`config.mk`:
```
export PLATFORM = sky130hd
export DESIGN_NAME = instr_profiler_top
export DESIGN_NICKNAME = d
export VERILOG_FILES = /design/src/mips_isa_pkg.sv /design/src/profiler_pkg.sv /design/src/instr_profiler_top.sv /design/src/class_tally.sv /design/src/fetch_counter.sv /design/src/fetch_fsm.sv /design/src/instr_classifier.sv /design/src/instr_decoder.sv
export SDC_FILE = /design/constraint.sdc
export NUM_CORES = 1
export LEC_CHECK = 0
export ABC_AREA = 1
export BUFFER_PORTS_ARGS = -buffer_cell sky130_fd_sc_hd__buf_2
export CAP_MARGIN = 25
export CORE_AREA = 2 2 172 174
export CTS_BUF_LIST = sky130_fd_sc_hd__clkbuf_8 sky130_fd_sc_hd__clkbuf_16
export DETAILED_ROUTE_END_ITERATION = 10
export DIE_AREA = 0 0 174 176
export PLACE_DENSITY = 0.75
export SKIP_LAST_GASP = 1
export SLEW_MARGIN = 30
export SYNTH_ARGS = -nofsm -noshare
export SYNTH_HDL_FRONTEND = slang
export SYNTH_HIERARCHICAL = 1
export SYNTH_SLANG_ARGS = --single-unit
export TNS_END_PERCENT = 100
```
`constraint.sdc`:
```
create_clock -name clk -period 4.2 [get_ports clk]
set_input_delay 0.84 -clock clk [delete_from_list [all_inputs] [get_ports clk]]
set_output_delay 0.84 -clock clk [all_outputs]
set_load 0.02 [all_outputs]
```
`src/mips_isa_pkg.sv`:
```
// MIPS ISA definitions shared by the decoder, the classifier and the model.
// Instruction symbols, field encodings, formats and function classes.
`default_nettype none

package mips_isa_pkg;

    typedef logic [31:0] instr_word_t;

    typedef enum logic [5:0] {
        NOP,
        ADD, SUB, ADDU, SUBU, AND, OR, XOR, NOR, SLT, SLTU,
        SLL, SLLV, SRL, SRLV, SRA, SRAV, CLO, CLZ,
        ADDI, ADDIU, ANDI, ORI, XORI, LUI, SLTI, SLTIU,
        LW, LH, LHU, LB, LBU, SW, SH, SB,
        BEQ, BNE, BLEZ, BGTZ, BGEZ, BLTZ, BGEZAL, BLTZAL,
        J, JAL, JR, JALR,
        MULT, MULTU, DIV, DIVU, MADD, MADDU, MSUB, MSUBU,
        MFHI, MFLO, MTHI, MTLO,
        UNKNOWN
    } instr_sym_t;

    typedef enum logic [1:0] {
        FORMAT_R,
        FORMAT_I,
        FORMAT_J
    } instr_format_t;

    // Also the tally index.
    typedef enum logic [2:0] {
        FUNC_CALC_R,
        FUNC_CALC_I,
        FUNC_MEM_READ,
        FUNC_MEM_WRITE,
        FUNC_BRANCH,
        FUNC_JUMP,
        FUNC_MULTDIV,
        FUNC_OTHER
    } instr_func_t;

    localparam logic [5:0] OP_SPECIAL  = 6'h00;
    localparam logic [5:0] OP_REGIMM   = 6'h01;
    localparam logic [5:0] OP_SPECIAL2 = 6'h1c;

    // Primary opcodes.
    localparam logic [5:0] OP_J = 6'h02, OP_JAL = 6'h03, OP_BEQ = 6'h04, OP_BNE = 6'h05,
        OP_BLEZ = 6'h06, OP_BGTZ = 6'h07, OP_ADDI = 6'h08, OP_ADDIU = 6'h09,
        OP_SLTI = 6'h0a, OP_SLTIU = 6'h0b, OP_ANDI = 6'h0c, OP_ORI = 6'h0d,
        OP_XORI = 6'h0e, OP_LUI = 6'h0f, OP_LB = 6'h20, OP_LH = 6'h21,
        OP_LW = 6'h23, OP_LBU = 6'h24, OP_LHU = 6'h25, OP_SB = 6'h28,
        OP_SH = 6'h29, OP_SW = 6'h2b;

    // SPECIAL funct codes.
    localparam logic [5:0] FN_SLL = 6'h00, FN_SRL = 6'h02, FN_SRA = 6'h03, FN_SLLV = 6'h04,
        FN_SRLV = 6'h06, FN_SRAV = 6'h07, FN_JR = 6'h08, FN_JALR = 6'h09,
        FN_MFHI = 6'h10, FN_MTHI = 6'h11, FN_MFLO = 6'h12, FN_MTLO = 6'h13,
        FN_MULT = 6'h18, FN_MULTU = 6'h19, FN_DIV = 6'h1a, FN_DIVU = 6'h1b,
        FN_ADD = 6'h20, FN_ADDU = 6'h21, FN_SUB = 6'h22, FN_SUBU = 6'h23,
        FN_AND = 6'h24, FN_OR = 6'h25, FN_XOR = 6'h26, FN_NOR = 6'h27,
        FN_SLT = 6'h2a, FN_SLTU = 6'h2b;

    // SPECIAL2 funct codes.
    localparam logic [5:0] FN_MADD = 6'h00, FN_MADDU = 6'h01, FN_MSUB = 6'h04,
        FN_MSUBU = 6'h05, FN_CLZ = 6'h20, FN_CLO = 6'h21;

    // REGIMM rt codes.
    localparam logic [4:0] RT_BLTZ = 5'h00, RT_BGEZ = 5'h01, RT_BLTZAL = 5'h10,
        RT_BGEZAL = 5'h11;

endpackage

`default_nettype wire
```
`src/profiler_pkg.sv`:
```
// Profiler bus and result types.
// Wishbone request and response, address and count widths, classified result.
`default_nettype none

package profiler_pkg;

    localparam int LEN_W = 16;

    typedef logic [31:0] wb_addr_t;
    typedef logic [LEN_W-1:0] word_count_t;

    typedef struct packed {
        logic     cyc;
        logic     stb;
        logic     we;
        wb_addr_t adr;
        logic [3:0]  sel;
        logic [31:0] dat;
    } wb_req_t;

    typedef struct packed {
        logic        ack;
        logic [31:0] dat;
    } wb_rsp_t;

    // One classified instruction, 12 bits.
    typedef struct packed {
        logic                        valid;
        mips_isa_pkg::instr_sym_t    sym;
        mips_isa_pkg::instr_format_t format;
        mips_isa_pkg::instr_func_t   func;
    } class_result_t;

endpackage

`default_nettype wire

```
`src/instr_profiler_top.sv`:
```
// Instruction profiler top.
// Fetches words over Wishbone, decodes, classifies and tallies them.
`timescale 1ns/1ps
`default_nettype none

module instr_profiler_top #(
    parameter int TALLY_W = 16
) (
    input  logic                        clk,
    input  logic                        rst_n,
    input  logic                        start,
    input  profiler_pkg::wb_addr_t      base,
    input  profiler_pkg::word_count_t   len,
    output logic                        busy,
    output logic                        done,
    output profiler_pkg::wb_req_t       wb_req,
    input  profiler_pkg::wb_rsp_t       wb_rsp,
    output profiler_pkg::class_result_t result,
    input  mips_isa_pkg::instr_func_t   tally_sel,
    output logic [TALLY_W-1:0]          tally_count
);
    import mips_isa_pkg::*;
    import profiler_pkg::*;

    logic          cyc;
    logic          stb;
    logic          load;
    logic          step;
    logic          last;
    logic          word_take;
    logic          dec_valid;
    wb_addr_t      adr;
    instr_sym_t    sym;
    instr_format_t format;
    instr_func_t   func;

    // Read-only single transfers.
    assign wb_req = '{cyc: cyc, stb: stb, we: 1'b0, adr: adr, sel: 4'hf, dat: '0};
    assign result = '{valid: dec_valid, sym: sym, format: format, func: func};

    fetch_fsm fsm_i (
        .clk(clk), .rst_n(rst_n), .start(start), .len(len), .last(last),
        .ack(wb_rsp.ack), .cyc(cyc), .stb(stb), .load(load), .step(step),
        .word_take(word_take), .busy(busy), .done(done)
    );

    fetch_counter cnt_i (
        .clk(clk), .rst_n(rst_n), .load(load), .step(step),
        .base(base), .len(len), .adr(adr), .last(last)
    );

    instr_decoder dec_i (
        .clk(clk), .rst_n(rst_n), .word_take(word_take), .word(wb_rsp.dat),
        .sym(sym), .valid(dec_valid)
    );

    instr_classifier cls_i (
        .sym(sym), .format(format), .func(func)
    );

    class_tally #(
        .TALLY_W(TALLY_W)
    ) tally_i (
        .clk(clk), .rst_n(rst_n), .clear(load), .inc(dec_valid), .func(func),
        .sel(tally_sel), .count(tally_count)
    );

endmodule

`default_nettype wire

```
`src/class_tally.sv`:
```
// Function class tally.
// Eight saturating counters, one per class, with a select read port.
`timescale 1ns/1ps
`default_nettype none

module class_tally #(
    parameter int TALLY_W = 16
) (
    input  logic                      clk,
    input  logic                      rst_n,
    input  logic                      clear,
    input  logic                      inc,
    input  mips_isa_pkg::instr_func_t func,
    input  mips_isa_pkg::instr_func_t sel,
    output logic [TALLY_W-1:0]        count
);

    logic [TALLY_W-1:0] cnt [8];

    always_ff @(posedge clk) begin
        if (!rst_n || clear) begin
            for (int i = 0; i < 8; i++) begin
                cnt[i] <= '0;
            end
        end else if (inc && (cnt[func] != '1)) begin
            cnt[func] <= cnt[func] + 1'b1; // Holds at max.
        end
    end

    assign count = cnt[sel];

endmodule

`default_nettype wire

```
`src/fetch_counter.sv`:
```
// Fetch address and word counter.
`timescale 1ns/1ps
`default_nettype none

module fetch_counter (
    input  logic                      clk,
    input  logic                      rst_n,
    input  logic                      load,
    input  logic                      step,
    input  profiler_pkg::wb_addr_t    base,
    input  profiler_pkg::word_count_t len,
    output profiler_pkg::wb_addr_t    adr,
    output logic                      last
);
    import profiler_pkg::*;

    word_count_t remaining;

    always_ff @(posedge clk) begin
        if (!rst_n) begin
            adr       <= '0;
            remaining <= '0;
        end else if (load) begin
            adr       <= base;
            remaining <= len;
        end else if (step) begin
            adr       <= adr + wb_addr_t'(4); // Next word.
            remaining <= remaining - word_count_t'(1);
        end
    end

    assign last = (remaining == word_count_t'(1));

endmodule

`default_nettype wire

```
`src/fetch_fsm.sv`:
```
// Fetch sequencer.
// Runs start, one Wishbone read per word, decode drain and the done pulse.
`timescale 1ns/1ps
`default_nettype none

module fetch_fsm (
    input  logic                      clk,
    input  logic                      rst_n,
    input  logic                      start,
    input  profiler_pkg::word_count_t len,
    input  logic                      last,
    input  logic                      ack,
    output logic                      cyc,
    output logic                      stb,
    output logic                      load,
    output logic                      step,
    output logic                      word_take,
    output logic                      busy,
    output logic                      done
);

    typedef enum logic [2:0] {IDLE, REQ, GAP, DRAIN, FINISH} state_t;

    state_t state;
    state_t state_next;

    always_ff @(posedge clk) begin
        if (!rst_n) begin
            state <= IDLE;
        end else begin
            state <= state_next;
        end
    end

    always_comb begin
        state_next = state;
        load       = 1'b0;
        case (state)
            IDLE, FINISH: begin
                if (start) begin
                    load       = 1'b1;
                    state_next = (len == '0) ? FINISH : REQ; // Empty run ends at once.
                end else begin
                    state_next = IDLE;
                end
            end
            REQ: begin
                if (ack) begin
                    state_next = last ? DRAIN : GAP;
                end
            end
            GAP:     state_next = REQ; // One idle cycle between reads.
            DRAIN:   state_next = FINISH;
            default: state_next = IDLE;
        endcase
    end

    assign cyc       = (state == REQ);
    assign stb       = (state == REQ);
    assign word_take = cyc && stb && ack;
    assign step      = word_take;
    assign busy      = state inside {REQ, GAP, DRAIN};
    assign done      = (state == FINISH);

endmodule

`default_nettype wire

```
`src/instr_classifier.sv`:
```
// Instruction classifier.
// Sorts a symbol into its format and function class.
`timescale 1ns/1ps
`default_nettype none

module instr_classifier (
    input  mips_isa_pkg::instr_sym_t    sym,
    output mips_isa_pkg::instr_format_t format,
    output mips_isa_pkg::instr_func_t   func
);
    import mips_isa_pkg::*;

    logic is_i;
    logic is_j;
    logic calc_r;
    logic calc_i;
    logic mem_r;
    logic mem_w;
    logic br;
    logic jmp;
    logic md;

    assign calc_r = sym inside {NOP, ADD, SUB, ADDU, SUBU, AND, OR, XOR, NOR, SLT, SLTU,
                                SLL, SLLV, SRL, SRLV, SRA, SRAV, CLO, CLZ};
    assign calc_i = sym inside {ADDI, ADDIU, ANDI, ORI, XORI, LUI, SLTI, SLTIU};
    assign mem_r  = sym inside {LW, LH, LHU, LB, LBU};
    assign mem_w  = sym inside {SW, SH, SB};
    assign br     = sym inside {BEQ, BNE, BLEZ, BGTZ, BGEZ, BLTZ, BGEZAL, BLTZAL};
    assign jmp    = sym inside {J, JAL, JR, JALR};
    assign md     = sym inside {MULT, MULTU, DIV, DIVU, MADD, MADDU, MSUB, MSUBU,
                                MFHI, MFLO, MTHI, MTLO};

    assign is_i = calc_i || mem_r || mem_w || br;
    assign is_j = sym inside {J, JAL};

    always_comb begin
        if (is_i) begin
            format = FORMAT_I;
        end else if (is_j) begin
            format = FORMAT_J;
        end else begin
            format = FORMAT_R; // Unknown lands here too.
        end
    end

    always_comb begin
        if (calc_r) begin
            func = FUNC_CALC_R;
        end else if (calc_i) begin
            func = FUNC_CALC_I;
        end else if (mem_r) begin
            func = FUNC_MEM_READ;
        end else if (mem_w) begin
            func = FUNC_MEM_WRITE;
        end else if (br) begin
            func = FUNC_BRANCH;
        end else if (jmp) begin
            func = FUNC_JUMP;
        end else if (md) begin
            func = FUNC_MULTDIV;
        end else begin
            func = FUNC_OTHER;
        end
    end

endmodule

`default_nettype wire

```
`src/instr_decoder.sv`:
```
// Instruction decoder.
// Turns a fetched word into an instruction symbol, registered on word_take.
`timescale 1ns/1ps
`default_nettype none

module instr_decoder (
    input  logic                     clk,
    input  logic                     rst_n,
    input  logic                     word_take,
    input  mips_isa_pkg::instr_word_t word,
    output mips_isa_pkg::instr_sym_t  sym,
    output logic                     valid
);
    import mips_isa_pkg::*;

    logic [5:0] opcode;
    logic [5:0] funct;
    logic [4:0] rt;
    instr_sym_t sym_next;

    assign opcode = word[31:26];
    assign rt     = word[20:16];
    assign funct  = word[5:0];

    always_comb begin
        sym_next = UNKNOWN;
        case (opcode)
            OP_SPECIAL: begin
                case (funct)
                    FN_SLL:   sym_next = (word == '0) ? NOP : SLL; // All zeros is NOP.
                    FN_SRL:   sym_next = SRL;
                    FN_SRA:   sym_next = SRA;
                    FN_SLLV:  sym_next = SLLV;
                    FN_SRLV:  sym_next = SRLV;
                    FN_SRAV:  sym_next = SRAV;
                    FN_JR:    sym_next = JR;
                    FN_JALR:  sym_next = JALR;
                    FN_MFHI:  sym_next = MFHI;
                    FN_MTHI:  sym_next = MTHI;
                    FN_MFLO:  sym_next = MFLO;
                    FN_MTLO:  sym_next = MTLO;
                    FN_MULT:  sym_next = MULT;
                    FN_MULTU: sym_next = MULTU;
                    FN_DIV:   sym_next = DIV;
                    FN_DIVU:  sym_next = DIVU;
                    FN_ADD:   sym_next = ADD;
                    FN_ADDU:  sym_next = ADDU;
                    FN_SUB:   sym_next = SUB;
                    FN_SUBU:  sym_next = SUBU;
                    FN_AND:   sym_next = AND;
                    FN_OR:    sym_next = OR;
                    FN_XOR:   sym_next = XOR;
                    FN_NOR:   sym_next = NOR;
                    FN_SLT:   sym_next = SLT;
                    FN_SLTU:  sym_next = SLTU;
                    default:  sym_next = UNKNOWN;
                endcase
            end
            OP_SPECIAL2: begin
                case (funct)
                    FN_MADD:  sym_next = MADD;
                    FN_MADDU: sym_next = MADDU;
                    FN_MSUB:  sym_next = MSUB;
                    FN_MSUBU: sym_next = MSUBU;
                    FN_CLZ:   sym_next = CLZ;
                    FN_CLO:   sym_next = CLO;
                    default:  sym_next = UNKNOWN;
                endcase
            end
            OP_REGIMM: begin
                case (rt)
                    RT_BLTZ:   sym_next = BLTZ;
                    RT_BGEZ:   sym_next = BGEZ;
                    RT_BLTZAL: sym_next = BLTZAL;
                    RT_BGEZAL: sym_next = BGEZAL;
                    default:   sym_next = UNKNOWN;
                endcase
            end
            OP_J:     sym_next = J;
            OP_JAL:   sym_next = JAL;
            OP_BEQ:   sym_next = BEQ;
            OP_BNE:   sym_next = BNE;
            OP_BLEZ:  sym_next = BLEZ;
            OP_BGTZ:  sym_next = BGTZ;
            OP_ADDI:  sym_next = ADDI;
            OP_ADDIU: sym_next = ADDIU;
            OP_SLTI:  sym_next = SLTI;
            OP_SLTIU: sym_next = SLTIU;
            OP_ANDI:  sym_next = ANDI;
            OP_ORI:   sym_next = ORI;
            OP_XORI:  sym_next = XORI;
            OP_LUI:   sym_next = LUI;
            OP_LB:    sym_next = LB;
            OP_LH:    sym_next = LH;
            OP_LW:    sym_next = LW;
            OP_LBU:   sym_next = LBU;
            OP_LHU:   sym_next = LHU;
            OP_SB:    sym_next = SB;
            OP_SH:    sym_next = SH;
            OP_SW:    sym_next = SW;
            default:  sym_next = UNKNOWN;
        endcase
    end

    always_ff @(posedge clk) begin
        if (!rst_n) begin
            valid <= 1'b0;
        end else begin
            valid <= word_take; // One cycle per fetched word.
        end
        if (word_take) begin
            sym <= sym_next;
        end
    end

endmodule

`default_nettype wire

```
==> results of run 1 <==
## cell usage in the layout (no fill, tap or decap), drive strengths merged, types with 17 or more instances in the layout
cell type and n:
nand2 548, nor2 364, inv 199, buf 189, edfxtp 134, nand3 115
o21ai 110, a21oi 76, dfxtp 52, conb 37, a31oi 26, a22oi 26
nand4 19, clkbuf 17
## cells in the mapped netlist, drive strengths merged
| cell type | count | share of area |
|---|---|---|
| nor3 | 9 | 0.0052 |
| and3 | 2 | 0.00097 |
| or2 | 2 | 0.0012 |
| ha | 4 | 0.0039 |
| nand3 | 115 | 0.057 |
| nand3b | 4 | 0.0023 |
| o221ai | 1 | 0.00068 |
| nand4 | 19 | 0.0093 |
| and2 | 2 | 0.0012 |
| buf | 82 | 0.048 |
| o22ai | 7 | 0.0034 |
| a22oi | 26 | 0.015 |
| a221oi | 7 | 0.0048 |
| xor2 | 12 | 0.0088 |
| nor4 | 2 | 0.00097 |
| o21ai | 110 | 0.043 |
| dfxtp | 52 | 0.081 |
| o31ai | 1 | 0.00059 |
| clkbuf | 29 | 0.0093 |
| edfxtp | 134 | 0.31 |
| nand2 | 548 | 0.16 |
| a21boi | 1 | 0.00059 |
| conb | 2 | 0.00059 |
| a31oi | 26 | 0.013 |
| xnor2 | 8 | 0.0055 |
| clkinv | 1 | 0.00029 |
| a21oi | 76 | 0.030 |
| o211ai | 3 | 0.0018 |
| o21bai | 1 | 0.00059 |
| inv | 192 | 0.056 |
| nor3b | 2 | 0.0012 |
| or3 | 1 | 0.00049 |
| nor2 | 364 | 0.12 |
## cells by family after synthesis
logic type	share of synthesized area
xor+xnor	0.0142
other cells	0.000585
simple gates	0.360
flops	0.395
buf+inv	0.113
fa+ha+maj	0.00390
compound gates	0.113
## metrics by stage
step | cells | hold slack (ns) | total power, uW
after floorplan | 1880 | 0.472 | 2950
after global placement | 2342 | 0.482 | 3280
after detailed placement | 2342 | 0.493 | 3290
after CTS | 2374 | 0.504 | 4990
after global routing | 2374 | 0.535 | 5210
final | 2374 | 0.509 | 4990
## final cells by class
| type | count | area [um^2] | share of cell area |
|---|---|---|---|
| multi-input cells | 1390 | 6470 | 0.448 |
| repair buffers | 189 | 1070 | 0.0740 |
| clock buffers | 17 | 425 | 0.0295 |
| flip-flops and latches | 186 | 5060 | 0.351 |
| well taps | 384 | 480 | 0.0333 |
| clock inverters | 15 | 204 | 0.0141 |
| inverters | 193 | 724 | 0.0502 |
## power by group through the flow
| stage | registers [uW] | logic (uW) | clock network [uW] |
|---|---|---|---|
| after floorplan | 2220 | 728 | 0 |
| after global placement | 2220 | 1050 | 0 |
| after detailed placement | 2220 | 1060 | 0 |
| after CTS | 2180 | 1070 | 1730 |
| after global routing | 2200 | 1190 | 1810 |
| final | 2190 | 1090 | 1710 |
## registers in the layout, summed over array words and instances, names as in the netlist
register	cells
cnt_i/adr	32
cnt_i/remaining	16
dec_i/sym	6
dec_i/valid	1
fsm_i/state	3
tally_i/cnt	128
## critical path, cell delays in order (launching register included)
cell,delay (ns)
edfxtp_1,0.48
nor2_2,0.21
inv_2,0.05
nor2_2,0.13
nor2_2,0.07
nand2_2,0.06
nand2_2,0.06
nor2_4,0.13
inv_2,0.18
buf_4,0.21
nand2_1,0.06
nand3_1,0.07
nand2_1,0.08
inv_1,0.04
nand2_1,0.11
ha_1,0.27
nand3_4,0.13
nor2_8,0.20
nand3_4,0.26
nand3_4,0.13
nand2_1,0.47
## routing by layer
layer  track usage  vias to the layer above  wire [um]
met1         0.340                     5713      16100
li1              -                     6158          -
met5             0                        -          0
met3        0.0530                       50       4100
met2         0.374                      697      16600
met4        0.0690                        0        566
## worst paths after layout
kind / slack (ns) / startpoint / end
max: 0.33 / dec_i/sym[4]$_DFFE_PP_ / tally_i/cnt[1][11]$_SDFFCE_PN0P_
min reg2reg: 0.51 / cnt_i/remaining[8]$_SDFFE_PN0N_ / cnt_i/remaining[8]$_SDFFE_PN0N_
min: 0.51 / cnt_i/remaining[8]$_SDFFE_PN0N_ / cnt_i/remaining[8]$_SDFFE_PN0N_
max reg2reg: 0.33 / dec_i/sym[4]$_DFFE_PP_ / tally_i/cnt[1][11]$_SDFFCE_PN0P_
==> results.sh, run 1 <==
export IMPL_outcome="completed"
export IMPL_place_ws_ns=0.392
export IMPL_num_fill_cells=2862
export IMPL_drcViolationCount=0
export IMPL_drtIter0Drc=1489
export IMPL_vias=12618
export IMPL_ys_seq_area_frac=0.395
export IMPL_yosysUniqueCellTypes=51
export IMPL_powerDensity_nw_per_um2=346
export IMPL_cts_hold_buf=0
export IMPL_clkLatencyLatePin_ns=0.44
export IMPL_finalMaxSlewViolations=0
export IMPL_die_w_um=174
export IMPL_final_layout_size_suffix_gt1_frac=0.155
export IMPL_cts_buffer_depth=2
export IMPL_worstPathMaxFanout=16
export IMPL_pwr_share_seq=0.439
export IMPL_cts_sinks=186
export IMPL_hold_depth=2
export IMPL_setup_tns_ns=0
export IMPL_io_pins=188
export IMPL_intPower_uw=3330
export IMPL_fmax_mhz=258
export IMPL_clkPwrFrac=0.343
export IMPL_htree_levels=4
export IMPL_ant_nets=0
export IMPL_ys_warn_count=6
export IMPL_final_min_clock_period_ns=3.87
export IMPL_grt_max_degree=71
export IMPL_grt_pass1_wl_um=59800
export IMPL_place_congestion=0.955
export IMPL_p_leak_uw=0.00643
export IMPL_worst_slew_pin_slew_ns=0.983
export IMPL_die_h_um=176
export IMPL_critPathKind="register to register"
export IMPL_avgSynthCellArea_um2=6.96
export IMPL_grt_ovfl_total=0
export IMPL_antenna_found_initial=0
export IMPL_nets=2068
export IMPL_cp_end_kind="register"
export IMPL_finish_utilization=0.506
export IMPL_cts_root_buffer="clkbuf_16"
export IMPL_postPlaceCellArea_um2=13800
export IMPL_cap_viol_max_count=0
export IMPL_r2r_cells=20
export IMPL_rsz0062_at_grt="false"
export IMPL_core_area_um2=28500
export IMPL_cts_buffers=17
export IMPL_vias_per_cell=5.32
export IMPL_setup_viol_count_final=0
export IMPL_peakVddDrop_mv=0.290
export IMPL_synthesis_area_um2=12800
export IMPL_p_comb_frac=0.218
export IMPL_hold_viol_final=0
export IMPL_ys_ff_latch=186
export IMPL_swShare=0.333
export IMPL_first_pass_iters=6
export IMPL_cp_start_kind="register"
export IMPL_dpl_hpwl_um=27300
export IMPL_area_growth_pct=12.5
export IMPL_cts_resized_gates=0
export IMPL_cp_arrival_ns=3.86
export IMPL_cts_tree="yes"
export IMPL_synth_cells=1845
export IMPL_finalCritPeriodShare=0.922
export IMPL_rows=62
export IMPL_cts_setup_buffers=0
export IMPL_required_ns=4.19
export IMPL_finClkSkew_ns=0.0156
export IMPL_maxSlewHeadroom=0.344
export IMPL_timing_final_ws_setup_ns=0.328
export IMPL_post_drt_wl_per_cell_um=15.7
export IMPL_antenna_cells=0
export IMPL_hold_path_class="register to register"
export IMPL_die_area_um2=30600
export IMPL_drt_total_wl_um=37400
export IMPL_start_util=0.450
export IMPL_grt_pass1_vias=11555
export IMPL_io_buffer_count=150
export IMPL_clk_pin_slew_worst_paths_ns=0.07
export IMPL_grt_usage=0.241
export IMPL_final_cell_area_um2=14400
export IMPL_switchingPower_uw=1660
(Power assumes the default switching activity.)
==> run 2, diff against run 1 <==
--- a/config.mk
+++ b/config.mk
@@ -5,13 +5,12 @@
 export SDC_FILE = /design/constraint.sdc
 export NUM_CORES = 1
 export LEC_CHECK = 0
-export ABC_AREA = 1
 export BUFFER_PORTS_ARGS = -buffer_cell sky130_fd_sc_hd__buf_2
 export CAP_MARGIN = 25
-export CORE_AREA = 2 2 172 174
+export CORE_AREA = 2 2 164 166
 export CTS_BUF_LIST = sky130_fd_sc_hd__clkbuf_8 sky130_fd_sc_hd__clkbuf_16
 export DETAILED_ROUTE_END_ITERATION = 10
-export DIE_AREA = 0 0 174 176
+export DIE_AREA = 0 0 166 168
 export PLACE_DENSITY = 0.75
 export SKIP_LAST_GASP = 1
 export SLEW_MARGIN = 30
==> run 2 against run 1 <==
Compared with the run above:
- final area fell by 9.0%
- power fell by 2.9%
- register-to-register slack got worse by 0.09 ns
- critical endpoint is now tally_i/cnt[5][4]$_SDFFCE_PN0P_
- highest routed layer unchanged
==> results.sh, run 2 <==
export IMPL_die_area_um2=27900
export IMPL_drtIter0Drc=842
export IMPL_hold_viol_final=0
export IMPL_hold_ws_ns=0.506
export IMPL_largestRegisters="tally_i/cnt (128), cnt_i/adr (32), cnt_i/remaining (16)"
export IMPL_finalCritPeriodShare=0.942
export IMPL_synth_top_area_cell="edfxtp_1"
export IMPL_place_ws_ns=0.186
export IMPL_cts_hold_buf=0
export IMPL_synth_top_family_by_area="simple AND/OR/NAND/NOR gates"
export IMPL_synth_commonest_cells="190 x nor2_1, 134 x edfxtp_1, 54 x mux4_2, 54 x nand2_1, 52 x dfxtp_1"
export IMPL_synth_edf_count=134
export IMPL_synth_simple_gate_area_frac=0.191
export IMPL_setup_viol_count_final=0
export IMPL_io_buffer_count=150
export IMPL_cts_buffers=17
export IMPL_cts_tree="yes"
export IMPL_synthesis_area_um2=11600
export IMPL_dpl_hpwl_um=21000
export IMPL_synth_area_top_cells="edfxtp_1 35%, mux4_2 10%, dfxtp_1 9.0%"
export IMPL_cp_arrival_ns=4.09
export IMPL_grt_usage=0.217
export IMPL_fmax_mhz=253
export IMPL_drt_total_wl_um=30700
export IMPL_cts_root_buffer="clkbuf_16"
export IMPL_rsz0062_at_grt="false"
export IMPL_crit_buf_inv=3
export IMPL_cap_viol_max_count=0
export IMPL_io_pins=188
export IMPL_critPathTopFamily="simple AND/OR/NAND/NOR gates"
export IMPL_yosys_area_top_type_share=0.346
export IMPL_start_util=0.441
export IMPL_maxSlewHeadroom=0.398
export IMPL_layout_commonest_cell="nor2_1"
export IMPL_synth_compound_area_share=0.108
export IMPL_grt_ovfl_total=0
export IMPL_drcViolationCount=0
export IMPL_largest_reg_flops=128
export IMPL_cp_start_kind="register"
export IMPL_ys_seq_area_frac=0.436
export IMPL_die_w_um=166
export IMPL_die_h_um=168
export IMPL_synthAdderAreaFrac=0.00431
export IMPL_final_cell_area_um2=13100
export IMPL_vias=9325
export IMPL_place_congestion=0.857
export IMPL_peakVddDrop_mv=0.229
export IMPL_area_growth_pct=13.0
export IMPL_avgSynthCellArea_um2=10.8
export IMPL_rows=60
export IMPL_outcome="completed"
export IMPL_layout_common_cells="190 x nor2_1, 150 x buf_2, 134 x edfxtp_1"
export IMPL_powerDensity_nw_per_um2=369
export IMPL_ys_warn_count=6
export IMPL_setup_tns_ns=0
export IMPL_final_min_clock_period_ns=3.96
export IMPL_grt_pass1_wl_um=48400
export IMPL_worstPathMaxFanout=18
export IMPL_synthArstFlopShare=0
export IMPL_synth_most_common_cell="nor2_1"
export IMPL_num_fill_cells=2362
export IMPL_cts_buffer_depth=2
export IMPL_hold_path_class="register to register"
export IMPL_ant_nets=0
export IMPL_p_leak_uw=0.00494
export IMPL_worst_slew_pin_slew_ns=0.903
export IMPL_postPlaceCellArea_um2=12500
export IMPL_post_drt_wl_per_cell_um=19.6
export IMPL_antenna_found_initial=0
export IMPL_synth_xor_area_share=0.0328
export IMPL_antenna_cells=0
export IMPL_final_layout_size_suffix_gt1_frac=0.282
export IMPL_first_pass_iters=6
export IMPL_top_register="tally_i/cnt"
export IMPL_slowest_delay_ns=0.51
export IMPL_grt_pass1_vias=8848
export IMPL_grt_max_degree=76
export IMPL_finalMaxSlewViolations=0
export IMPL_cp_end_kind="register"
export IMPL_core_area_um2=26400
export IMPL_finClkSkew_ns=0.0171
export IMPL_clk_pin_slew_worst_paths_ns=0.07
export IMPL_required_ns=4.33
export IMPL_critPathKind="register to register"
export IMPL_nets=1305
export IMPL_crit_top_cell="buf_4"
export IMPL_ys_ff_latch=186
export IMPL_timing_final_ws_setup_ns=0.242
export IMPL_vias_per_cell=5.95
export IMPL_clkLatencyLatePin_ns=0.44
export IMPL_cts_sinks=186
export IMPL_path_cells="nand2b_2 > o22ai_1 > a32oi_1 > nand2_4 > buf_12 > mux4_2 > mux2_2 > ha_1 > and4_1 > nand4b_1 > buf_4 > nand4_4 > nand2_1 > buf_4"
export IMPL_synth_cells=1081
export IMPL_slowest_stage="edfxtp_1"
export IMPL_synth_mux_area_frac=0.154
export IMPL_htree_levels=4
export IMPL_ys_flop_type="edfxtp_1"
export IMPL_yosysUniqueCellTypes=95
==> run 2: what timing repair did <==
action,CTS,global route
setup buffers,0,6
setup endpoints to repair,0,94
endpoints found under the hold margin,0,0
gates resized for setup,0,1
==> run 2: where the power goes <==
part           total (uW)  internal [uW]  switching [uW]
clock network        1620            844             773
registers            2230           2110             123
logic                 996            398             599
total                4840           3350            1500
==> run 2: cells by family (layout without fill, tap and decap cells) <==
family | Yosys count | after routing
AND/OR/NAND/NOR | 415 | 415
AO/OA/AOI/OAI | 190 | 190
flip-flops | 186 | 186
buffers and inverters | 137 | 248
multiplexers | 106 | 106
XOR/XNOR | 41 | 41
adder cells (fa/ha/maj) | 4 | 4
other | 2 | 37
==> run 2: layout make-up <==
class / count / area [um^2] / share of cell area
well taps: 341 / 427 / 0.0325
multi-input cells: 793 / 5840 / 0.445
clock inverters: 15 / 155 / 0.0118
inverters: 18 / 70.1 / 0.00533
flip-flops and latches: 186 / 5060 / 0.386
clock buffers: 17 / 425 / 0.0324
repair buffers: 198 / 1150 / 0.0875
==> run 2: worst paths after layout <==
check | cells after the start | endpoint | slack, ns | from
worst max-delay path | 14 | tally_i/cnt[5][4]$_SDFFCE_PN0P_ | 0.24 | dec_i/sym[5]$_DFFE_PP_
worst min-delay path | 2 | cnt_i/adr[1]$_SDFFE_PN0P_ | 0.51 | cnt_i/adr[1]$_SDFFE_PN0P_
worst max register to register | 14 | tally_i/cnt[5][4]$_SDFFCE_PN0P_ | 0.24 | dec_i/sym[5]$_DFFE_PP_
worst min register to register | 2 | cnt_i/adr[1]$_SDFFE_PN0P_ | 0.51 | cnt_i/adr[1]$_SDFFE_PN0P_
==> run 2: stage by stage <==
stage	std cells	utilization	power [uW]
after global routing	1568	0.498	5040
after global placement	1530	0.474	3220
after CTS	1562	0.497	4850
final	1568	0.498	4840
after detailed placement	1530	0.475	3250
after floorplan	1116	-	2960
==> run 2: layer usage <==
layer  global-route usage  routed length [um]  share of wire
met5                    0                   0              0
met3               0.0489                2700          0.088
met4               0.0749                 735          0.024
met2                0.353               14900           0.49
met1                0.288               12300           0.40
==> run 2: worst register-to-register path, cell delays in order, from the launching register on <==
cell and delay (ns):
edfxtp_1 0.51, nand2b_2 0.25, o22ai_1 0.16, a32oi_1 0.12, nand2_4 0.21, buf_12 0.21, mux4_2 0.51, mux2_2 0.29
ha_1 0.27, and4_1 0.18, nand4b_1 0.09, buf_4 0.27, nand4_4 0.13, nand2_1 0.20, buf_4 0.24
==> run 3, diff against run 2 <==
--- a/config.mk
+++ b/config.mk
@@ -12,6 +12,7 @@
 export DETAILED_ROUTE_END_ITERATION = 10
 export DIE_AREA = 0 0 166 168
 export PLACE_DENSITY = 0.75
+export RECOVER_POWER = 50
 export SKIP_LAST_GASP = 1
 export SLEW_MARGIN = 30
 export SYNTH_ARGS = -nofsm -noshare
==> run 3 against run 2 <==
Compared with the run above:
- via count down 1.2%
- worst setup slack better by 0.025 ns
- critical endpoint is now tally_i/cnt[0][2]$_SDFFCE_PN0P_
- fmax up 0.63%
- utilization down 0.75 points
- count of clock-buffer cells in the layout unchanged
- largest cell class unchanged
- final area down 1.5%
- critical path type unchanged
- sequential cell count unchanged
- first-iteration DRC count up 1.1%
- critical path depth unchanged
- highest routed layer unchanged
- global-route usage unchanged
- hold slack better by 0.0023 ns
==> results.sh, run 3 (synthesized netlist as in run 2, its figures left out) <==
export IMPL_worst_slew_pin_slew_ns=1.42
export IMPL_dp_cells=1530
export IMPL_rows=60
export IMPL_slowest_delay_ns=0.51
export IMPL_die_w_um=166
export IMPL_fmax_mhz=254
export IMPL_drcViolationCount=0
export IMPL_core_area_um2=26400
export IMPL_finalMaxSlewViolations=0
export IMPL_cts_buffers=17
export IMPL_vias=9216
export IMPL_timing_final_ws_setup_ns=0.267
export IMPL_grt_max_degree=76
export IMPL_clk_pin_slew_worst_paths_ns=0.07
export IMPL_place_congestion=0.857
export IMPL_area_growth_pct=11.3
export IMPL_grt_pass1_wl_um=48400
export IMPL_place_ws_ns=0.186
export IMPL_cts_tree="yes"
export IMPL_ant_nets=0
export IMPL_io_buffer_count=150
export IMPL_post_drt_wl_per_cell_um=19.6
export IMPL_maxSlewHeadroom=0.0558
export IMPL_grt_ovfl_total=0
export IMPL_first_pass_iters=5
export IMPL_critPathKind="register to register"
export IMPL_worstPathMaxFanout=18
export IMPL_setup_viol_count_final=0
export IMPL_cp_end_kind="register"
export IMPL_critPathTopFamily="simple AND/OR/NAND/NOR gates"
export IMPL_cts_sinks=186
export IMPL_largestRegisters="tally_i/cnt (128), cnt_i/adr (32), cnt_i/remaining (16)"
export IMPL_io_pins=188
export IMPL_drtIter0Drc=851
export IMPL_antenna_cells=0
export IMPL_die_area_um2=27900
export IMPL_power_uw=4820
export IMPL_rsz0062_at_grt="false"
export IMPL_slowest_stage="edfxtp_1"
export IMPL_dpl_hpwl_um=21000
export IMPL_finalCritPeriodShare=0.936
export IMPL_layout_commonest_cell="nor2_1"
export IMPL_finClkSkew_ns=0.0172
export IMPL_cp_start_kind="register"
export IMPL_cts_buffer_depth=2
export IMPL_clkLatencyLatePin_ns=0.44
export IMPL_final_min_clock_period_ns=3.93
export IMPL_setup_tns_ns=0
export IMPL_drt_total_wl_um=30700
export IMPL_hold_viol_final=0
export IMPL_start_util=0.441
export IMPL_p_leak_uw=0.00469
export IMPL_largest_reg_flops=128
export IMPL_die_h_um=168
export IMPL_grt_pass1_vias=8848
export IMPL_top_register="tally_i/cnt"
export IMPL_cap_viol_max_count=0
export IMPL_path_cells="nand2b_2 > o22ai_1 > a32oi_1 > nand2_4 > buf_12 > mux4_2 > mux2_2 > ha_1 > and4_1 > nand4b_1 > buf_4 > nand4_1 > nand2_1 > buf_2"
export IMPL_nets=1305
export IMPL_powerDensity_nw_per_um2=372
export IMPL_cp_arrival_ns=4.04
export IMPL_final_layout_size_suffix_gt1_frac=0.223
export IMPL_hold_path_class="register to register"
export IMPL_outcome="completed"
export IMPL_htree_levels=4
export IMPL_cts_root_buffer="clkbuf_16"
export IMPL_grt_usage=0.217
export IMPL_required_ns=4.31
export IMPL_antenna_found_initial=0
export IMPL_vias_per_cell=5.88
export IMPL_fin_cells=1568
export IMPL_crit_buf_inv=3
export IMPL_layout_common_cells="190 x nor2_1, 134 x edfxtp_1, 94 x buf_2"
export IMPL_peakVddDrop_mv=0.228
## run 3: cell types whose count changed in the layout (fill, tap and decap cells not counted), moves of 3 or more
cell	change
buf_2	-56
buf_4	-12
clkbuf_1	+61
clkbuf_2	+7
mux2_1	+3
mux2_2	-3
nand4_1	+4
nand4_4	-4
## run 3: timing repair
action,CTS,global route
hold buffers,0,0
setup buffers,0,6
resized for setup,0,1
endpoints found under the setup margin,0,94
## run 3: path summary, 6_finish.rpt
check | from | end | slack (ns) | cells after the start
worst max-delay path | dec_i/sym[5]$_DFFE_PP_ | tally_i/cnt[0][2]$_SDFFCE_PN0P_ | 0.27 | 14
worst min-delay path | cnt_i/adr[1]$_SDFFE_PN0P_ | cnt_i/adr[1]$_SDFFE_PN0P_ | 0.51 | 2
worst max register to register | dec_i/sym[5]$_DFFE_PP_ | tally_i/cnt[0][2]$_SDFFCE_PN0P_ | 0.27 | 14
worst min register to register | cnt_i/adr[1]$_SDFFE_PN0P_ | cnt_i/adr[1]$_SDFFE_PN0P_ | 0.51 | 2
## run 3: power breakdown
part	total [uW]	switching, uW	internal, uW
Sequential	2230	123	2110
Clock	1620	773	844
Combinational	970	594	376
## run 3: worst reg2reg max path: stages (launching register included)
cell	delay, ns
edfxtp_1	0.51
nand2b_2	0.25
o22ai_1	0.16
a32oi_1	0.12
nand2_4	0.21
buf_12	0.21
mux4_2	0.51
mux2_2	0.29
ha_1	0.27
and4_1	0.18
nand4b_1	0.09
buf_4	0.22
nand4_1	0.15
nand2_1	0.11
buf_2	0.31
## run 3: per-layer routing
| metal | track usage | vias up | share of wire |
|---|---|---|---|
| li1 | - | 4270 | - |
| met1 | 0.288 | 4430 | 0.40 |
| met2 | 0.353 | 461 | 0.49 |
| met3 | 0.0489 | 55 | 0.085 |
| met4 | 0.0749 | 0 | 0.024 |
| met5 | 0 | - | 0 |
## run 3: per-stage QoR
stage,hold slack [ns],utilization,area [um^2]
detailed placement,0.489,0.475,12500
global route,0.549,0.491,12900
CTS,0.512,0.497,13100
floorplan,0.471,-,11800
global placement,0.472,0.474,12500
finish,0.508,0.491,12900
## run 3: final cells by class
cell class,count,area [um^2]
clock buffer,17,425
multi-input combinational,793,5750
timing repair buffer,198,1040
tap,341,427
fill,2403,13400
clock inverter,15,155
inverter,18,70.1
sequential,186,5060
